`config.mk`:
```
export PLATFORM = sky130hd
export DESIGN_NAME = haar_stage_classifier_flat
export DESIGN_NICKNAME = d
export VERILOG_FILES = /design/src/haar_pkg.sv /design/src/haar_bus_pkg.sv /design/src/haar_db_if.sv /design/src/haar_stage_classifier.sv /design/src/flat_wrapper.sv
export SDC_FILE = /design/constraint.sdc
export NUM_CORES = 2
export LEC_CHECK = 0
export ABC_AREA = 1
export ABC_CLOCK_PERIOD_IN_PS = 13450
export BUFFER_PORTS_ARGS = -buffer_cell sky130_fd_sc_hd__buf_2
export CORE_UTILIZATION = 55
export CTS_BUF_LIST = sky130_fd_sc_hd__clkbuf_2 sky130_fd_sc_hd__clkbuf_4 sky130_fd_sc_hd__clkbuf_8
export DETAILED_ROUTE_END_ITERATION = 10
export PLACE_DENSITY = 0.82
export SLEW_MARGIN = 20
export SYNTH_ARGS = -nofsm -noshare
export SYNTH_HDL_FRONTEND = slang
export SYNTH_SLANG_ARGS = --single-unit
```
`constraint.sdc`:
```
create_clock -name clk -period 13.45 [get_ports clk]
set_input_delay 0.6725 -clock clk [delete_from_list [all_inputs] [get_ports clk]]
set_output_delay 0.6725 -clock clk [all_outputs]
set_load 0.03 [all_outputs]
```
`src/haar_pkg.sv`:
```
`default_nettype none

package haar_pkg;

	//////////////////////////////
	// Datapath widths
	//////////////////////////////

	typedef logic [15:0] pixel_t;          // Integral-image sample, always non-negative
	typedef logic signed [15:0] weight_t;  // Rectangle weight, tree threshold or leaf word
	typedef logic signed [31:0] feature_t; // Weighted feature total or running vote sum
	typedef logic [11:0] corner_t;         // Linear address into the window

	//////////////////////////////
	// Classifier sequencing
	//////////////////////////////

	typedef enum logic [2:0]
	{
		IDLE,   // Waiting for start
		LOAD,   // Taking database words off the stream
		FETCH,  // Reading the twelve corners from the window
		CALC,   // Forming the weighted feature total
		VOTE,   // Adding the left or right word to the vote sum
		DECIDE  // Comparing the vote sum with the stage threshold
	} class_state_t;

endpackage

`default_nettype wire

```
`src/haar_bus_pkg.sv`:
```
`default_nettype none

package haar_bus_pkg;

	typedef logic [11:0] wb_addr_t;
	typedef logic [31:0] wb_data_t;

	// Region bases, decoded on address bits 11:8
	localparam wb_addr_t WIN_BASE = 12'h000;
	localparam wb_addr_t DB_BASE = 12'h100;
	localparam wb_addr_t REG_BASE = 12'h200;

	typedef enum logic [1:0]
	{
		REG_CTRL = 2'd0,   // Bit 0 starts a run
		REG_STATUS = 2'd1, // Busy, done and candidate
		REG_SUM = 2'd2     // Final vote sum
	} reg_sel_t;

	// Word positions inside one tree record
	typedef enum logic [4:0]
	{
		RECT1_A, RECT1_B, RECT1_C, RECT1_D, WEIGHT1,
		RECT2_A, RECT2_B, RECT2_C, RECT2_D, WEIGHT2,
		RECT3_A, RECT3_B, RECT3_C, RECT3_D, WEIGHT3,
		TREE_THRESH, LEFT_WORD, RIGHT_WORD
	} db_word_t;

	localparam int TREE_WORDS = 18;

endpackage

`default_nettype wire

```
`src/haar_db_if.sv`:
```
`timescale 1ns/10ps
`default_nettype none

interface db_haar_if;

	logic word_valid;                // A word is on the stream this cycle
	logic [15:0] word;
	haar_bus_pkg::db_word_t word_pos; // Position inside the tree record
	logic stage_word;                // Word is the stage threshold
	logic tree_last;                 // Last word of a tree
	logic stage_last;                // Last word of the whole stage
	logic hold;                      // Classifier is busy with a tree

	modport seq (output word_valid, word, word_pos, stage_word, tree_last, stage_last,
		input hold);
	modport cls (input word_valid, word, word_pos, stage_word, tree_last, stage_last,
		output hold);

endinterface

`default_nettype wire

```
`src/haar_stage_classifier.sv`:
```
`timescale 1ns/10ps
`default_nettype none

module haar_stage_classifier
(
	input logic clk,
	input logic rst_n,
	input logic start,
	db_haar_if.cls db,
	output haar_pkg::corner_t win_raddr,
	input haar_pkg::pixel_t win_rdata,
	output logic done,
	output logic candidate,
	output haar_pkg::feature_t vote_sum
);

	haar_pkg::class_state_t state;
	logic accept;
	logic last_tree;
	logic [3:0] fetch_idx;
	logic [4:0] rec_idx;
	logic [15:0] rec [haar_bus_pkg::TREE_WORDS];
	haar_pkg::pixel_t corner_val [12];
	haar_pkg::weight_t stage_thr;
	haar_pkg::feature_t feat_sum;
	haar_pkg::feature_t feature_total;
	haar_pkg::feature_t leaf_word;

	// Same sign rule for every rectangle
	function automatic haar_pkg::feature_t rect_term(input haar_pkg::pixel_t a,
		input haar_pkg::pixel_t b, input haar_pkg::pixel_t c, input haar_pkg::pixel_t d,
		input logic [15:0] w);
		haar_pkg::feature_t area;
		area = haar_pkg::feature_t'(a) + haar_pkg::feature_t'(d)
			- haar_pkg::feature_t'(b) - haar_pkg::feature_t'(c);
		return area * haar_pkg::feature_t'(haar_pkg::weight_t'(w));
	endfunction

	assign accept = db.word_valid && !db.hold;
	assign db.hold = (state == haar_pkg::FETCH) || (state == haar_pkg::CALC)
		|| (state == haar_pkg::VOTE);

	//////////////////////////////
	// Corner fetch
	//////////////////////////////

	// Corner k lives at record word k + k/4, skipping the weight words
	assign rec_idx = {1'b0, fetch_idx} + {3'b000, fetch_idx[3:2]};
	assign win_raddr = haar_pkg::corner_t'(rec[rec_idx]);

	always_comb
	begin
		feat_sum = rect_term(corner_val[0], corner_val[1], corner_val[2], corner_val[3],
			rec[haar_bus_pkg::WEIGHT1]);
		feat_sum = feat_sum + rect_term(corner_val[4], corner_val[5], corner_val[6],
			corner_val[7], rec[haar_bus_pkg::WEIGHT2]);
		feat_sum = feat_sum + rect_term(corner_val[8], corner_val[9], corner_val[10],
			corner_val[11], rec[haar_bus_pkg::WEIGHT3]);
	end

	// Right word when the feature is above the tree threshold
	assign leaf_word = (feature_total >
		haar_pkg::feature_t'(haar_pkg::weight_t'(rec[haar_bus_pkg::TREE_THRESH])))
		? haar_pkg::feature_t'(haar_pkg::weight_t'(rec[haar_bus_pkg::RIGHT_WORD]))
		: haar_pkg::feature_t'(haar_pkg::weight_t'(rec[haar_bus_pkg::LEFT_WORD]));

	//////////////////////////////
	// Record and corner storage
	//////////////////////////////

	always_ff @(posedge clk)
	begin
		if (state == haar_pkg::LOAD && accept)
		begin
			if (db.stage_word)
				stage_thr <= haar_pkg::weight_t'(db.word);
			else
				rec[db.word_pos] <= db.word;
		end
		if (state == haar_pkg::FETCH && fetch_idx != 4'd0)
			corner_val[fetch_idx - 4'd1] <= win_rdata; // Data for the previous address
		if (state == haar_pkg::CALC)
			feature_total <= feat_sum;
	end

	//////////////////////////////
	// Control
	//////////////////////////////

	always_ff @(posedge clk)
	begin
		if (!rst_n)
		begin
			state <= haar_pkg::IDLE;
			done <= 1'b0;
			candidate <= 1'b0;
			vote_sum <= '0;
			last_tree <= 1'b0;
			fetch_idx <= '0;
		end
		else
		begin
			done <= 1'b0;
			case (state)
				haar_pkg::IDLE:
				begin
					if (start)
					begin
						vote_sum <= '0;
						candidate <= 1'b0;
						state <= haar_pkg::LOAD;
					end
				end
				haar_pkg::LOAD:
				begin
					if (accept && db.stage_word && db.stage_last)
						state <= haar_pkg::DECIDE; // Empty stage
					else if (accept && db.tree_last)
					begin
						last_tree <= db.stage_last;
						fetch_idx <= '0;
						state <= haar_pkg::FETCH;
					end
				end
				haar_pkg::FETCH:
				begin
					fetch_idx <= fetch_idx + 4'd1;
					if (fetch_idx == 4'd12)
						state <= haar_pkg::CALC;
				end
				haar_pkg::CALC: state <= haar_pkg::VOTE;
				haar_pkg::VOTE:
				begin
					vote_sum <= vote_sum + leaf_word;
					state <= last_tree ? haar_pkg::DECIDE : haar_pkg::LOAD;
				end
				haar_pkg::DECIDE:
				begin
					candidate <= vote_sum > haar_pkg::feature_t'(stage_thr);
					done <= 1'b1;
					state <= haar_pkg::IDLE;
				end
				default: state <= haar_pkg::IDLE;
			endcase
		end
	end

endmodule

`default_nettype wire

```
`src/flat_wrapper.sv`:
```
// flat-port wrapper written by rule: the top's interface ports become plain ports
module haar_stage_classifier_flat 
  (clk, rst_n, start, win_raddr, win_rdata, done, candidate, vote_sum, db_word_valid, db_word, db_word_pos, db_stage_word, db_tree_last, db_stage_last, db_hold);
  db_haar_if db_i ();
  input logic clk;
  input logic rst_n;
  input logic start;
  output haar_pkg::corner_t win_raddr;
  input haar_pkg::pixel_t win_rdata;
  output logic done;
  output logic candidate;
  output haar_pkg::feature_t vote_sum;
  input wire logic [$bits(db_i.word_valid)-1:0] db_word_valid;
  input wire logic [$bits(db_i.word)-1:0] db_word;
  input wire logic [$bits(db_i.word_pos)-1:0] db_word_pos;
  input wire logic [$bits(db_i.stage_word)-1:0] db_stage_word;
  input wire logic [$bits(db_i.tree_last)-1:0] db_tree_last;
  input wire logic [$bits(db_i.stage_last)-1:0] db_stage_last;
  output wire logic [$bits(db_i.hold)-1:0] db_hold;
  assign db_i.word_valid = db_word_valid;
  assign db_i.word = db_word;
  assign db_i.word_pos = db_word_pos;
  assign db_i.stage_word = db_stage_word;
  assign db_i.tree_last = db_tree_last;
  assign db_i.stage_last = db_stage_last;
  assign db_hold = db_i.hold;
  haar_stage_classifier u_core (.clk(clk), .rst_n(rst_n), .start(start), .db(db_i), .win_raddr(win_raddr), .win_rdata(win_rdata), .done(done), .candidate(candidate), .vote_sum(vote_sum));
endmodule
```
# After elaboration in Yosys (flattened, before gate mapping)
# Memories as Yosys holds them, arrays and structs flattened.
# Index checks and enable logic that the tools add are counted.
[word_totals]
reg_bits = 90
output_inout_bits = 47
word_cells = 82
mem_count = 2
in_bits = 44
mem_bits_rw = 480
[classes]
magnitude_cmp = 2
eq_ne = 11
n_addsub = 15
multipliers = 3
reduce_logical = 20
n_bitwise = 1
mux = 20
[mem_list]
columns = ["memory", "depth", "width", "rd", "rd_ports_with_merged_regs", "write_ports", "line_no", "text"]
rows = [
  ["u_core.rec", 18, 16, 7, 0, 1, "haar_stage_classifier.sv:22", "logic [15:0] rec [haar_bus_pkg::TREE_WORDS];"],
  ["u_core.corner_val", 12, 16, 12, 0, 1, "haar_stage_classifier.sv:23", "haar_pkg::pixel_t corner_val [12];"],
]
[ops]
columns = ["cell", "n"]
rows = [
  ["32-bit by 17-bit subtractor with 32-bit output", 6],
  ["32-bit adder", 3],
  ["32-bit by 16-bit multiplier with 32-bit output", 3],
  ["32-bit by 16-bit > comparator with 1-bit output", 2],
  ["32-bit two-way mux", 2],
  ["32-bit one-hot mux with 2 select lines", 1],
  ["16-bit by 16-bit adder with 17-bit output", 3],
  ["3-bit two-way mux", 5],
  ["3-bit one-hot mux with 5 select lines", 1],
  ["3-bit AND reduction", 3],
  ["4-bit two-way mux", 2],
  ["2-bit != test, second input constant", 4],
  ["4-bit one-hot mux with 2 select lines", 1],
  ["1-bit two-way mux", 7],
  ["3-bit by 2-bit == test with 1-bit output, second input constant", 2],
  ["3-bit == test, second input constant", 2],
  ["1-bit logical AND", 6],
  ["2-bit AND reduction", 3],
  ["2-bit nonzero test", 3],
  ["4-bit by 2-bit adder with 5-bit output", 1],
  ["4-bit by 1-bit adder with 4-bit output, second input constant", 1],
  ["4-bit == test, second input constant", 1],
  ["4-bit nonzero test", 1],
  ["4-bit by 1-bit subtractor with 4-bit output, second input constant", 1],
  ["other kinds (7)", 8],
]

# Longest topological paths before layout
[logic_depth]
word_depth = 9
ltp_mapped = 57
ltp_nobuf = 57

# Worst setup path before layout
# OpenSTA, ideal clock, no wires.
[synth_timing]
path_kind = "register -> register"
start = "mem u_core.corner_val[3][0] (netlist name)"
end = "reg u_core.feature_total[31] (data pin)"
t_arrival_ns = 10.121
period_less_slack_ns = 10.374
path_slack_ns = 3.076
path_stages_with_launch = 50
path_cell_list = "edfxtp_1 > ha_1 > fa_1 > a21oi_1 > o21bai_1 > nand2_1 > o211ai_1 > a21oi_1 > o21bai_1 > a21oi_1 > o21bai_1 > a21oi_1 > o21bai_1 > xor2_1 > fa_1 > inv_1 > ha_1 > a21oi_1 > [14 not listed] > fa_1 > fa_1 > fa_1 > inv_1 > fa_1 > inv_1 > ha_1 > nand2_1 > nor2_1 > inv_1 > o221ai_1 > inv_1 > o2111ai_1 > inv_1 > nand3_1 > nand2_1 > nor2_1 > nor2_1"
[synth_rtl]
columns = ["item", "line_no", "text"]
rows = [
  ["start, declared", "haar_stage_classifier.sv:23", ""],
  ["end signal, assigned", "haar_stage_classifier.sv:83", "feature_total <= feat_sum;"],
  ["end, declared", "haar_stage_classifier.sv:26", "haar_pkg::feature_t feature_total;"],
]

==> impl_metrics.tcl <==
set metrics [dict create \
    ys_async_sr_fraction_pct 0 \
    grt_util_all_layers_pct 31.4 \
    multiInputGateArea_sq_um 40000 \
    postSynthAreaPerCell_sq_um 9.31 \
    hp-start "db_stage_last" \
    cts.repair.resized 0 \
    path_max_fanout 13 \
    routed_wl_um 176000 \
    route.detailed.drc 0 \
    fp.dieW_um 339 \
    hold_path_end "u_core.last_tree" \
    setup_violations 0 \
    reg2reg_depth 43 \
    max_stage_delay_ps 570 \
    critPathRequiredTime_ps 13980 \
    first_iter_violations 4630 \
    gp_congestion 1.01 \
    cts_buffer_depth 3 \
    placedCellCount 8191 \
    wl_per_cell_um 21.1 \
    ir_drop_mv 0.113 \
    clk_pin_slew_ps 70 \
    yosysSeqAreaShare_pct 24.4 \
    synth.distinct_cells 62 \
    power_leakage_nw 32.8 \
    max_clock_freq_ghz 0.0826 \
    drive_gt1_share_pct 6.21 \
    io_buffers 90 \
    cp-end-kind "register" \
    layout.nets 8311 \
    core_sq_um 112000 \
    critPathArrivalTime_ps 12640 \
    r2r-end "u_core.feature_total[30]" \
    cpMaxStageDelayCell "o21ai_1" \
    outcome "finished, final reports clean" \
    grt_setup_unrepaired "false" \
    fillerInstances 9050 \
    synthTopCellsByArea "fa_1 (35%), edfxtp_1 (23%), inv_1 (10%), ha_1 (8.2%), nand2_1 (6.1%)" \
    grt_max_degree 103 \
    synth-edff-count 480 \
    worst_pin_slew_ps 1150 \
    initial_core_util_pct 55.5 \
    startpoint_type "register" \
    synthesis.nets 8237 \
    syn_area_sq_um 62400 \
    cts_hold_buf 0 \
    min_period_ps 12100 \
    critPathKind "register to register" \
    hold_viol_final 0 \
    ff_latch_area_sq_um 15300 \
    regToRegSetupSlack_ps 1350 \
    synth_top_cell_by_area "fa_1" \
    dieArea_sq_um 115000 \
    post_cts_buffers 0 \
    cts_tree "built" \
    vias 46832 \
    drtAntennaViolNets 0 \
    cts_buffers 89 \
    areaGrowthSynthToFinish_pct 6.82 \
    grt_overflow 0 \
    synth_seq_cells 522 \
    die_y_um 339 \
    root_buffer "clkbuf_8" \
    finalClockSkew_ps 59.9 \
    clkLatencyLatePin_ps 800 \
    fin_crit_sh_pct 90.0 \
    grt_pass1_vias 49017 \
    relSlewSlack_pct 23.5 \
    dp_hpwl_um 142000 \
    hold_path_depth 3 \
    viasPerCell 5.60 \
    reg2reg_from "u_core.corner_val[0][0]" \
    dr.pass1.iters 6 \
    worstHoldPathType "input pin to register" \
    grt_first_pass_wirelength_um 275000 \
    cap_violations 0 \
    synth_top_area_share_pct 34.6 \
    core.rowCount 123 \
    power.density_nw_per_um2 64.1 \
    drv_slew 0 \
    clkSinkCount 522 \
    fin_cells 8365 \
    path_common_cell "fa_1" \
    ys_warn_count 0 \
    synthCells 6708 \
    finalSetupTns_ps 0 \
    htree_num_levels 3 \
    synthFlopType "edfxtp_1" \
    ios 91 \
    antenna_found_initial 5 \
]
routing by layer:
metal  part of all wire (%)  vias up  track usage [%]
met5                  0.016        -                0
li1                       -    20426                -
met1                     37    23119             40.1
met3                     11      569             7.14
met4                    6.0        4             16.1
met2                     46     2714             50.2
cells in the final DEF, fill, tap and decap left out, drive strengths merged, types with 42 or more instances in the layout:
cell	n
a21oi	296
buf	157
clkbuf	116
clkinv	50
dfxtp	42
edfxtp	480
fa	1078
ha	407
inv	1755
nand2	1033
nand3	167
nor2	662
o211ai	43
o21ai	204
xnor2	47
xor2	107
power breakdown:
part           internal, mW  switching [mW]
Clock                 0.855           0.763
Sequential             1.81         0.00449
Combinational         0.297           0.542
Total                  2.96            1.31
critical path: cells and delay by family, from the launching register on:
kind                       cells  cell delay [ps]
buffers and inverters          8              810
adders and majority gates     14             6350
xor gates and xnor gates       2              240
and+or+nand+nor                7              850
AOI/OAI and AO/OA             12             3210
DFF                            1              370
area by class of cell:
class | instances | share of cell area [%]
multi-input combinational | 4243 | 59.9
antenna | 9 | 0.0338
clock inverter | 49 | 0.750
clock buffer | 116 | 2.21
sequential | 522 | 22.9
tap | 1500 | 2.81
inverter | 1769 | 9.96
timing repair buffer | 157 | 1.46
synth_stat cells (29+ instances only):
cell type,count
clkbuf_1,162
xor2_1,106
o21bai_1,29
edfxtp_1,480
inv_1,1735
ha_1,407
fa_1,1078
nand3_1,157
xnor2_1,46
nand2_1,1018
nor2_1,643
o21ai_0,191
o211ai_1,43
dfxtp_1,42
a21oi_1,288
kinds of logic (layout without fill, tap and decap cells):
family                   count (synthesis)  count (layout)  synth area share [%]
AO/OA/AOI/OAI                          630             630                  5.70
buffers and inverters                 1943            2091                  11.7
adder cells (fa/ha/maj)               1485            1485                  42.7
other                                    0               9                     0
XOR/XNOR                               154             154                  2.18
AND/OR/NAND/NOR                       1949            1949                  12.8
flip-flops                             522             522                  24.4
multiplexers                            25              25                 0.429
metrics by stage:
step	util (%)	hold WS [ps]	power (mW)	area (sq um)	setup slack (ps)
6_report	59.3	144	4.27	66700	1350
3_3_place_gp	57.5	473	2.66	64600	1820
4_1_cts	59.3	102	4.27	66700	1600
5_1_grt	59.3	137	4.43	66700	786
3_5_place_dp	57.5	499	2.67	64700	1700
2_1_floorplan	-	459	2.41	62400	3080
worst max path at each step:
stage / from / endpoint / slack [ps]
3_5_place_dp: u_core.corner_val[4][0] / u_core.feature_total[29] / 1700
3_3_place_gp: u_core.corner_val[4][2] / u_core.feature_total[28] / 1820
2_1_floorplan: u_core.corner_val[3][0] / u_core.feature_total[31] / 3080
6_report: u_core.corner_val[0][0] / u_core.feature_total[30] / 1350
4_1_cts: u_core.corner_val[0][0] / u_core.feature_total[30] / 1600
5_1_grt: u_core.corner_val[0][0] / u_core.feature_total[30] / 790
registers in the layout, summed over array words and instances (netlist names):
signal	flops
u_core.fetch_idx	4
u_core.stage_thr	16
u_core.done	1
u_core.last_tree	1
u_core.corner_val	192
u_core.vote_sum	32
u_core.feature_total	32
u_core.state	3
u_core.candidate	1
u_core.rec	240
No activity file was read; power rests on OpenSTA's default activity.
