==> config.mk <==
export PLATFORM = sky130hd
export DESIGN_NAME = haar_wb_regs
export DESIGN_NICKNAME = d
export VERILOG_FILES = /design/src/haar_pkg.sv /design/src/haar_bus_pkg.sv /design/src/haar_wb_regs.sv
export SDC_FILE = /design/constraint.sdc
export NUM_CORES = 1
export LEC_CHECK = 0
export BUFFER_PORTS_ARGS = -buffer_cell sky130_fd_sc_hd__buf_2
export CAP_MARGIN = 20
export CORE_MARGIN = 8
export CORE_UTILIZATION = 25
export DETAILED_ROUTE_END_ITERATION = 8
export GPL_TIMING_DRIVEN = 0
export PLACE_DENSITY = 0.9
export SETUP_SLACK_MARGIN = 0.4
export SKIP_CTS_REPAIR_TIMING = 1
export SKIP_LAST_GASP = 1
export SLEW_MARGIN = 0
export SYNTH_ARGS = -nofsm -noshare
export SYNTH_HDL_FRONTEND = slang
export SYNTH_SLANG_ARGS = --single-unit
==> constraint.sdc <==
create_clock -name clk -period 1.7 [get_ports clk]
set_input_delay 0.34 -clock clk [delete_from_list [all_inputs] [get_ports clk]]
set_output_delay 0.34 -clock clk [all_outputs]
set_load 0.03 [all_outputs]
==> src/haar_pkg.sv <==
`default_nettype none

package haar_pkg;

	//////////////////////////////
	// Datapath widths
	//////////////////////////////

	typedef logic [15:0] pixel_t;          // Integral-image sample, always non-negative
	typedef logic signed [15:0] weight_t;  // Rectangle weight, tree threshold or leaf word
	typedef logic signed [31:0] feature_t; // Weighted feature total or running vote sum
	typedef logic [11:0] corner_t;         // Linear address into the window

	//////////////////////////////
	// Classifier sequencing
	//////////////////////////////

	typedef enum logic [2:0]
	{
		IDLE,   // Waiting for start
		LOAD,   // Taking database words off the stream
		FETCH,  // Reading the twelve corners from the window
		CALC,   // Forming the weighted feature total
		VOTE,   // Adding the left or right word to the vote sum
		DECIDE  // Comparing the vote sum with the stage threshold
	} class_state_t;

endpackage

`default_nettype wire

==> src/haar_bus_pkg.sv <==
`default_nettype none

package haar_bus_pkg;

	typedef logic [11:0] wb_addr_t;
	typedef logic [31:0] wb_data_t;

	// Region bases, decoded on address bits 11:8
	localparam wb_addr_t WIN_BASE = 12'h000;
	localparam wb_addr_t DB_BASE = 12'h100;
	localparam wb_addr_t REG_BASE = 12'h200;

	typedef enum logic [1:0]
	{
		REG_CTRL = 2'd0,   // Bit 0 starts a run
		REG_STATUS = 2'd1, // Busy, done and candidate
		REG_SUM = 2'd2     // Final vote sum
	} reg_sel_t;

	// Word positions inside one tree record
	typedef enum logic [4:0]
	{
		RECT1_A, RECT1_B, RECT1_C, RECT1_D, WEIGHT1,
		RECT2_A, RECT2_B, RECT2_C, RECT2_D, WEIGHT2,
		RECT3_A, RECT3_B, RECT3_C, RECT3_D, WEIGHT3,
		TREE_THRESH, LEFT_WORD, RIGHT_WORD
	} db_word_t;

	localparam int TREE_WORDS = 18;

endpackage

`default_nettype wire

==> src/haar_wb_regs.sv <==
`timescale 1ns/10ps
`default_nettype none

module haar_wb_regs
(
	input logic clk,
	input logic rst_n,
	input logic wb_cyc,
	input logic wb_stb,
	input logic wb_we,
	input haar_bus_pkg::wb_addr_t wb_adr,
	input haar_bus_pkg::wb_data_t wb_dat_w,
	input logic busy,
	input logic done,
	input logic candidate,
	input haar_pkg::feature_t vote_sum,
	input haar_pkg::pixel_t win_rdata,
	output haar_bus_pkg::wb_data_t wb_dat_r,
	output logic wb_ack,
	output logic win_we,
	output haar_pkg::corner_t win_waddr,
	output haar_pkg::pixel_t win_wdata,
	output logic db_we,
	output logic [7:0] db_waddr,
	output logic [15:0] db_wdata,
	output logic start
);

	logic req;
	logic wr_stb;
	logic win_hit;
	logic db_hit;
	logic reg_hit;
	haar_bus_pkg::reg_sel_t reg_sel;
	logic done_q;
	logic cand_q;

	//////////////////////////////
	// Decode
	//////////////////////////////

	assign req = wb_cyc && wb_stb;
	assign wr_stb = req && wb_we && !wb_ack; // Commits on the edge that raises ack

	assign win_hit = (wb_adr & 12'hF00) == haar_bus_pkg::WIN_BASE;
	assign db_hit = (wb_adr & 12'hF00) == haar_bus_pkg::DB_BASE;
	assign reg_hit = (wb_adr & 12'hF00) == haar_bus_pkg::REG_BASE;
	assign reg_sel = haar_bus_pkg::reg_sel_t'(wb_adr[1:0]);

	// Window address also drives the host side of the shared read port
	assign win_we = wr_stb && win_hit;
	assign win_waddr = haar_pkg::corner_t'(wb_adr & 12'h0FF);
	assign win_wdata = wb_dat_w[15:0];

	assign db_we = wr_stb && db_hit;
	assign db_waddr = wb_adr[7:0];
	assign db_wdata = wb_dat_w[15:0];

	assign start = wr_stb && reg_hit && (reg_sel == haar_bus_pkg::REG_CTRL) && wb_dat_w[0]
		&& !busy; // A start during a run is dropped

	//////////////////////////////
	// Acknowledge and status
	//////////////////////////////

	always_ff @(posedge clk)
	begin
		if (!rst_n)
		begin
			wb_ack <= 1'b0;
			done_q <= 1'b0;
			cand_q <= 1'b0;
		end
		else
		begin
			wb_ack <= req && !wb_ack; // One wait state, then a single ack cycle
			if (start)
			begin
				done_q <= 1'b0;
				cand_q <= 1'b0;
			end
			else if (done)
			begin
				done_q <= 1'b1;      // Sticky until the next start
				cand_q <= candidate; // Classifier result is valid during the done pulse
			end
		end
	end

	// Read data is taken while ack is high, the master still holds the address
	always_comb
	begin
		wb_dat_r = '0;
		if (win_hit)
			wb_dat_r = haar_bus_pkg::wb_data_t'(win_rdata);
		else if (reg_hit)
		begin
			case (reg_sel)
				haar_bus_pkg::REG_STATUS: wb_dat_r = {29'd0, cand_q, done_q, busy};
				haar_bus_pkg::REG_SUM: wb_dat_r = haar_bus_pkg::wb_data_t'(vote_sum);
				default: wb_dat_r = '0;
			endcase
		end
	end

endmodule

`default_nettype wire

* Word level (Yosys, flattened, before mapping)
Cells that the tools add are included.
** Word-level totals
- Input port bits :: 100
- Output and inout port bits :: 88
- Register bits after elaboration :: 3
** Operators by class
- Bitwise operators :: 1
- Reduce and logical (&&, ||, !) cells :: 15
- Equal/unequal tests :: 4
- Mux-type cells :: 3
** Operator list (number)
- $mux 32 :: 2
- $pmux 32 s2 :: 1
- $logic_not 12->1 :: 1
- $logic_and 1x1->1 :: 10
- $eq 4x1->1 const B :: 1
- $eq 4x2->1 const B :: 1
- $eq 2x1->1 const B :: 1
- $eq 2x2->1 const B :: 1
- $logic_not 1->1 :: 2
- $logic_not 2->1 :: 1
- $reduce_or 2->1 :: 1
- $not 1->1 :: 1

* Longest topological paths before layout
Gate-level depths: netlist of the first run.
- Depth in word-level cells :: 8
- Depth in mapped cells :: 6
- Mapped depth without buffers :: 5

* Least setup slack after synthesis of the first run
No wires, ideal clock.
- Path kind :: input -> output
- From :: input port wb_adr[0]
- To :: output port wb_dat_r[21]
- Path slack :: 0.073 ns
- Path buffers :: 2
- Arrival time :: 1.287 ns
- Cell stages on the path :: 6
- Cell sequence :: inv_1 > ha_1 > and3_1 > buf_6 > buf_6 > and2_1
** Between the ends
- Word-level cells in the longest chain between the ends :: 4
** RTL lines
- from (decl) :: line haar_wb_regs.sv:11 : input haar_bus_pkg::wb_addr_t wb_adr,
- $eq 2x2->1 or $eq 2x1->1 (tied branches) :: line haar_wb_regs.sv:98 : case (reg_sel)
- $pmux 32 s2 (*) :: line haar_wb_regs.sv:98
- $mux 32 (*) :: line haar_wb_regs.sv:96 : else if (reg_hit)
- $mux 32 (*) :: line haar_wb_regs.sv:94 : if (win_hit)
- to (decl) :: line haar_wb_regs.sv:18 : output haar_bus_pkg::wb_data_t wb_dat_r,
Mark *: on every way between the ends. The rest lies on a longest branch, timed or not.

* Worst setup path in the final report of the first run
- From :: input port wb_adr[10]
- To :: output port wb_dat_r[25]
** Between the ends
- Word-level cells in the longest chain between the ends :: 3
** RTL lines
- $eq 4x2->1 :: line haar_wb_regs.sv:47 : assign reg_hit = (wb_adr & 12'hF00) == haar_bus_pkg::REG_BASE;
- $mux 32 :: line haar_wb_regs.sv:96
- $mux 32 (*) :: line haar_wb_regs.sv:94
Marks and branches as above.

==> metrics.md, run 1 <==
| Metric | Value |
|---|---|
| Leakage power | `1.40 nW` |
| Reg power frac | `0.095` |
| Initial antenna violation count | `0` |
| Die height | `77.1 um` |
| DR iter-0 viols | `9` |
| Vias | `1450` |
| Critical path class | `in -> out` |
| Asr flop ratio synth | `0` |
| Fin crit share | `1.02` |
| Num rows | `22` |
| Pwr Density | `334 nW/um2` |
| Most area-consuming cells after synthesis | `buf_4 (42%), a22o_1 (12%), and2_1 (11%), dfxtp_1 (6.4%), ha_1 (4.0%)` |
| Final hold vios | `0` |
| Clock root cell | `clkbuf_8` |
| WP data required | `1.36 ns` |
| Core Box Area | `3630 um2` |
| CTS tree | `built` |
| Pins over their slew limit | `0` |
| Clk sink count | `3` |
| CP startpoint kind | `input port` |
| Synth warn | `0` |
| Setup TNS | `-0.288 ns` |
| Number of global-route vias before repair | `1421` |
| RSZ-0062 raised after global routing | `yes` |
| Setup WS pre-CTS | `-0.267 ns` |
| Final setup viols | `18` |
| Logic pwr share | `0.643` |
| Yosys top cell area share | `0.418` |
| Final core utilization | `0.674` |
| Synth Area per Inst | `7.92 um2` |
| Commonest cells in the netlist | `buf_4 (52), and2_1 (17), a22o_1 (13)` |
| P_int | `485 uW` |
| Clk slew on worst S/H paths | `0.03 ns` |
| Reg2reg start | `wb_ack` |
| H-tree levels | `1` |
| Outcome | `complete, but fails checks` |
| Gpl congestion | `0.735` |
| Drt total wl | `5300 um` |
| Clock network power share | `0.263` |
| Die Wd | `77.1 um` |
| Max FO, Critical Path | `6` |
| Layout area overhead | `162%` |
| Peak Freq | `579 MHz` |
| I/O Pins | `188` |
| Aggregate global routing overflow | `0` |
| Maxcap violations | `0` |
| Yosys reg bits | `3` |
| First-pass GRT wire length | `6800 um` |
| Most frequent cell after synthesis | `buf_4` |
| Top FF cell, synth | `dfxtp_1` |
| Die area | `5950 um2` |
| CP arrival | `1.39 ns` |
| Synth cell types | `23` |
| Routed len/inst | `15.7 um` |
| DP HPWL | `4100 um` |
| Router iterations before antenna repair | `2` |
| Initial Util | `0.257` |
| Critical Path Source | `wb_adr[10]` |
| Switching power | `333 uW` |
| Skew-Pair Late Insertion Delay | `0.22 ns` |
| NumNets Final | `394` |
| Sequential fraction of the synthesis area | `0.0643` |
| Largest net degree at the start of global routing | `11` |
| Post-Layout Cell Count | `338` |
| Cell taking the most area after synthesis | `buf_4` |
| DR DRC count | `0` |
| Maximum clock path buffer count | `2` |
| Total CTS buffers | `3` |
| Sw Share | `0.407` |
| HP Class | `in -> reg` |
| Total GRT Usage | `0.134` |
| Post-synth EDFFs | `0` |
| # port buffers | `146` |
| Vias per Instance | `4.29` |
| Antenna cell count | `0` |
| Synth Cell Area | `935 um2` |
| Crit. End Element | `output port` |
| Routed Antenna Nets | `0` |
| Final worst slack | `-0.0280 ns` |
| Hold Startpoint | `rst_n` |
| Failing checks | `negative setup slack` |
| Clock Skew | `0.00399 ns` |
| DP Cell Count | `315` |
| Share of cells above drive strength 1 | `0.941` |
| Peak supply drop | `0.489 mV` |
| Tmin final | `1.73 ns` |
| Post-Synthesis Cells | `118` |
-- power groups by stage --
stage          registers (mW)  logic, mW  clock network [mW]
2_1_floorplan          0.0797      0.306                   0
3_3_place_gp           0.0782      0.459                   0
3_5_place_dp           0.0785      0.466                   0
4_1_cts                0.0774      0.468               0.219
5_1_grt                0.0780      0.553               0.228
6_report               0.0776      0.526               0.215
-- worst max-delay path, stage by stage --
cell    delay [ns]
buf_2         0.13
nor2_4        0.14
and3_4        0.28
buf_8         0.13
buf_6         0.11
and2_4        0.13
buf_6         0.12
-- final timing paths --
check                           slack (ns)  depth (start not counted)      endpoint
worst max-delay path                 -0.03                          7  wb_dat_r[25]
worst min-delay path                  0.39                          2        done_q
worst max register to register        0.49                          4        cand_q
worst min register to register        0.50                          1        done_q
-- routing by layer --
layer / global-route usage / share of wire
met5: 0 / 0
met4: 0.0226 / 0.0055
met3: 0.0781 / 0.13
met2: 0.270 / 0.57
met1: 0.107 / 0.30
-- stage by stage --
step	total power [mW]	hold WS, ns	area [um2]
floorplan	0.385	0.454	1130
global placement	0.537	0.470	1920
detailed placement	0.545	0.480	1920
CTS	0.764	0.372	1960
global route	0.859	0.398	2450
finish	0.818	0.393	2450
-- state kept, by name, indices dropped and copies added, names as in the netlist --
signal  flops
cand_q      1
done_q      1
wb_ack      1
-- cell families (layout without fill, tap and decap cells) --
group	Yosys count	in the layout	synth area share
muxes	1	1	0.0120
DFF	3	3	0.0643
and+or+nand+nor	31	31	0.236
buffers and inverters	59	228	0.471
adders and majority gates	3	3	0.0402
other	1	4	0.00401
AOI/OAI and AO/OA	20	20	0.173
-- cells in the final DEF, fill, tap and decap left out, types with 3 or more instances in the layout --
| cell type | instances |
|---|---|
| o21ai_4 | 3 |
| buf_4 | 67 |
| clkbuf_8 | 3 |
| a22o_2 | 6 |
| conb_1 | 4 |
| buf_6 | 41 |
| buf_8 | 3 |
| buf_2 | 106 |
| a22o_4 | 7 |
| and2_4 | 17 |
-- area by class of cell --
cell class | count | area (um2)
fillers | 263 | 1190
plain buffers | 56 | 443
flip-flops and latches | 3 | 61.3
repair buffers | 165 | 1170
inverters | 3 | 23.8
multi-input cells | 59 | 639
well taps | 48 | 60.1
clock buffers | 4 | 45.0
(Power assumes the default switching activity.)
==> inputs of run 2 (changes only) <==
CELL_PAD_IN_SITES_DETAIL_PLACEMENT = 2   (was default)
CELL_PAD_IN_SITES_GLOBAL_PLACEMENT = 2   (was default)
CORE_UTILIZATION = 10   (was 25)
PLACE_DENSITY = 0.94   (was 0.9)
==> run 2 against run 1 <==
Compared with the run above:
- the run still ends with negative setup slack left
- non-clock buffer count down 6
- sequential power hardly changed
- via count rose by 0.55%
- register-to-register slack better by 0.03 ns
- die area rose by 110%
- worst setup slack worse by 0.0022 ns
- largest cell class unchanged
- largest power group unchanged
==> metrics.md, run 2 (synthesis gave the netlist of run 1 again) <==
| Metric | Value |
|---|---|
| Crit. End Element | `output port` |
| Clk slew on worst S/H paths | `0.03 ns (about the same)` |
| Skew-Pair Late Insertion Delay | `0.22 ns (about the same)` |
| Die height | `113 um (+46%)` |
| Fin crit share | `1.02 (+0.00130)` |
| Maxcap violations | `0 (unchanged)` |
| Pins over their slew limit | `0 (unchanged)` |
| Number of global-route vias before repair | `1647 (+16%)` |
| Pwr Density | `330 nW/um2 (-1.3%)` |
| Total CTS buffers | `3 (unchanged)` |
| Vias per Instance | `3.69 (-14%)` |
| DP HPWL | `5600 um (+37%)` |
| Final worst slack | `-0.0302 ns (-0.00221 ns)` |
| Leading registers by flop count | `cand_q (1), done_q (1), wb_ack (1)` |
| Peak Freq | `578 MHz (-0.13%)` |
| Aggregate global routing overflow | `0 (unchanged)` |
| Die Wd | `113 um (+46%)` |
| Final hold vios | `0 (unchanged)` |
| Setup TNS | `-0.257 ns (+0.0307 ns)` |
| WP data required | `1.36 ns (about the same)` |
| Drt total wl | `6700 um (+26%)` |
| Clock Skew | `0.00324 ns (-0.000749 ns)` |
| Maximum clock path buffer count | `2 (unchanged)` |
| I/O Pins | `188 (unchanged)` |
| Routed len/inst | `17.0 um (+8.2%)` |
| Most common cell after layout, fill and taps aside | `buf_2` |
| CTS tree | `built` |
| Most frequent cells in the layout | `buf_2 (106), buf_4 (70), buf_6 (31), and2_4 (17), a22o_4 (10)` |
| Max FO, Critical Path | `6 (unchanged)` |
| CP arrival | `1.39 ns (about the same)` |
| Design area | `2470 um2 (+1.1%)` |
| Num rows | `35 (+59%)` |
| Final setup viols | `19 (+1)` |
| Reg area | `61.3 um2 (unchanged)` |
| Layout area overhead | `165%` |
| Router iterations before antenna repair | `2 (unchanged)` |
| Vias | `1458 (+0.55%)` |
| Failing checks | `negative setup slack` |
| Clock root cell | `clkbuf_8` |
| Area of the multi-input gates | `657 um2 (+2.7%)` |
| Share of cells above drive strength 1 | `0.933 (-0.00828)` |
| Peak supply drop | `0.244 mV (-50%)` |
| Gpl congestion | `0.810 (+10%)` |
| Routed Antenna Nets | `0 (unchanged)` |
| HP Class | `in -> reg` |
| # port buffers | `146 (unchanged)` |
| First-pass GRT wire length | `8890 um (+31%)` |
| H-tree levels | `1 (unchanged)` |
| Dpl cell area | `2000 um2 (+4.1%)` |
| NumNets Final | `388 (-1.5%)` |
| FILL cells | `1068 (+310%)` |
| Setup WS pre-CTS | `-0.329 ns (-0.0615 ns)` |
| Largest net degree at the start of global routing | `11 (unchanged)` |
| Core Box Area | `9150 um2 (+150%)` |
| Total GRT Usage | `0.0878 (-0.0457)` |
| Die area | `12700 um2 (+110%)` |
| Antenna cell count | `0 (unchanged)` |
| Outcome | `complete, but fails checks` |
| DR DRC count | `0 (unchanged)` |
| Clk sink count | `3 (unchanged)` |
| Initial Util | `0.102 (-0.155)` |
| Leakage power | `1.39 nW (-0.65%)` |
| RSZ-0062 raised after global routing | `yes` |
| Critical path class | `in -> out` |
| Initial antenna violation count | `0 (unchanged)` |
| Tmin final | `1.73 ns (+0.00221 ns)` |
| CP startpoint kind | `input port` |
| DR iter-0 viols | `17 (+8)` |
-- run 2: path summary, 6_finish.rpt --
| kind | start | to | slack, ns | cells after the start |
|---|---|---|---|---|
| min reg2reg | done_q | done_q | 0.50 | 1 |
| min | rst_n | done_q | 0.39 | 2 |
| max reg2reg | wb_ack | cand_q | 0.52 | 4 |
| max | wb_adr[0] | wb_dat_r[30] | -0.03 | 8 |
-- run 2: metal layers --
| metal | global-route usage | up-vias | wire, um |
|---|---|---|---|
| met5 | 0 | - | 0 |
| met4 | 0.0333 | 0 | 209 |
| met3 | 0.0403 | 17 | 659 |
| met2 | 0.180 | 92 | 3920 |
| met1 | 0.0688 | 671 | 1910 |
| li1 | - | 678 | - |
-- run 2: final cells by class --
class	instances	share of cell area
inverter	3	0.00961
multi-input combinational	59	0.266
buffer	56	0.183
sequential	3	0.0248
timing repair buffer	159	0.443
tap	111	0.0561
clock buffer	4	0.0182
-- run 2: critical path, stage by stage --
cell	delay [ns]
buf_12	0.11
inv_12	0.04
ha_4	0.13
and3_4	0.24
buf_12	0.13
clkbuf_16	0.13
and2_4	0.13
buf_6	0.12
-- run 2: power breakdown --
part	leakage, nW	switching [mW]	internal, mW
Clock	0.0228	0.0523	0.160
Sequential	0.0253	0.00237	0.0752
Combinational	1.35	0.282	0.244
Total	1.39	0.336	0.479
-- run 2: metrics by stage --
stage | power (mW) | util | hold WS, ns | std cells
floorplan | 0.385 | - | 0.454 | 121
detailed placement | 0.556 | 0.218 | 0.477 | 378
finish | 0.816 | 0.270 | 0.391 | 395
global route | 0.860 | 0.270 | 0.394 | 395
CTS | 0.778 | 0.223 | 0.390 | 382
global placement | 0.544 | 0.218 | 0.474 | 378
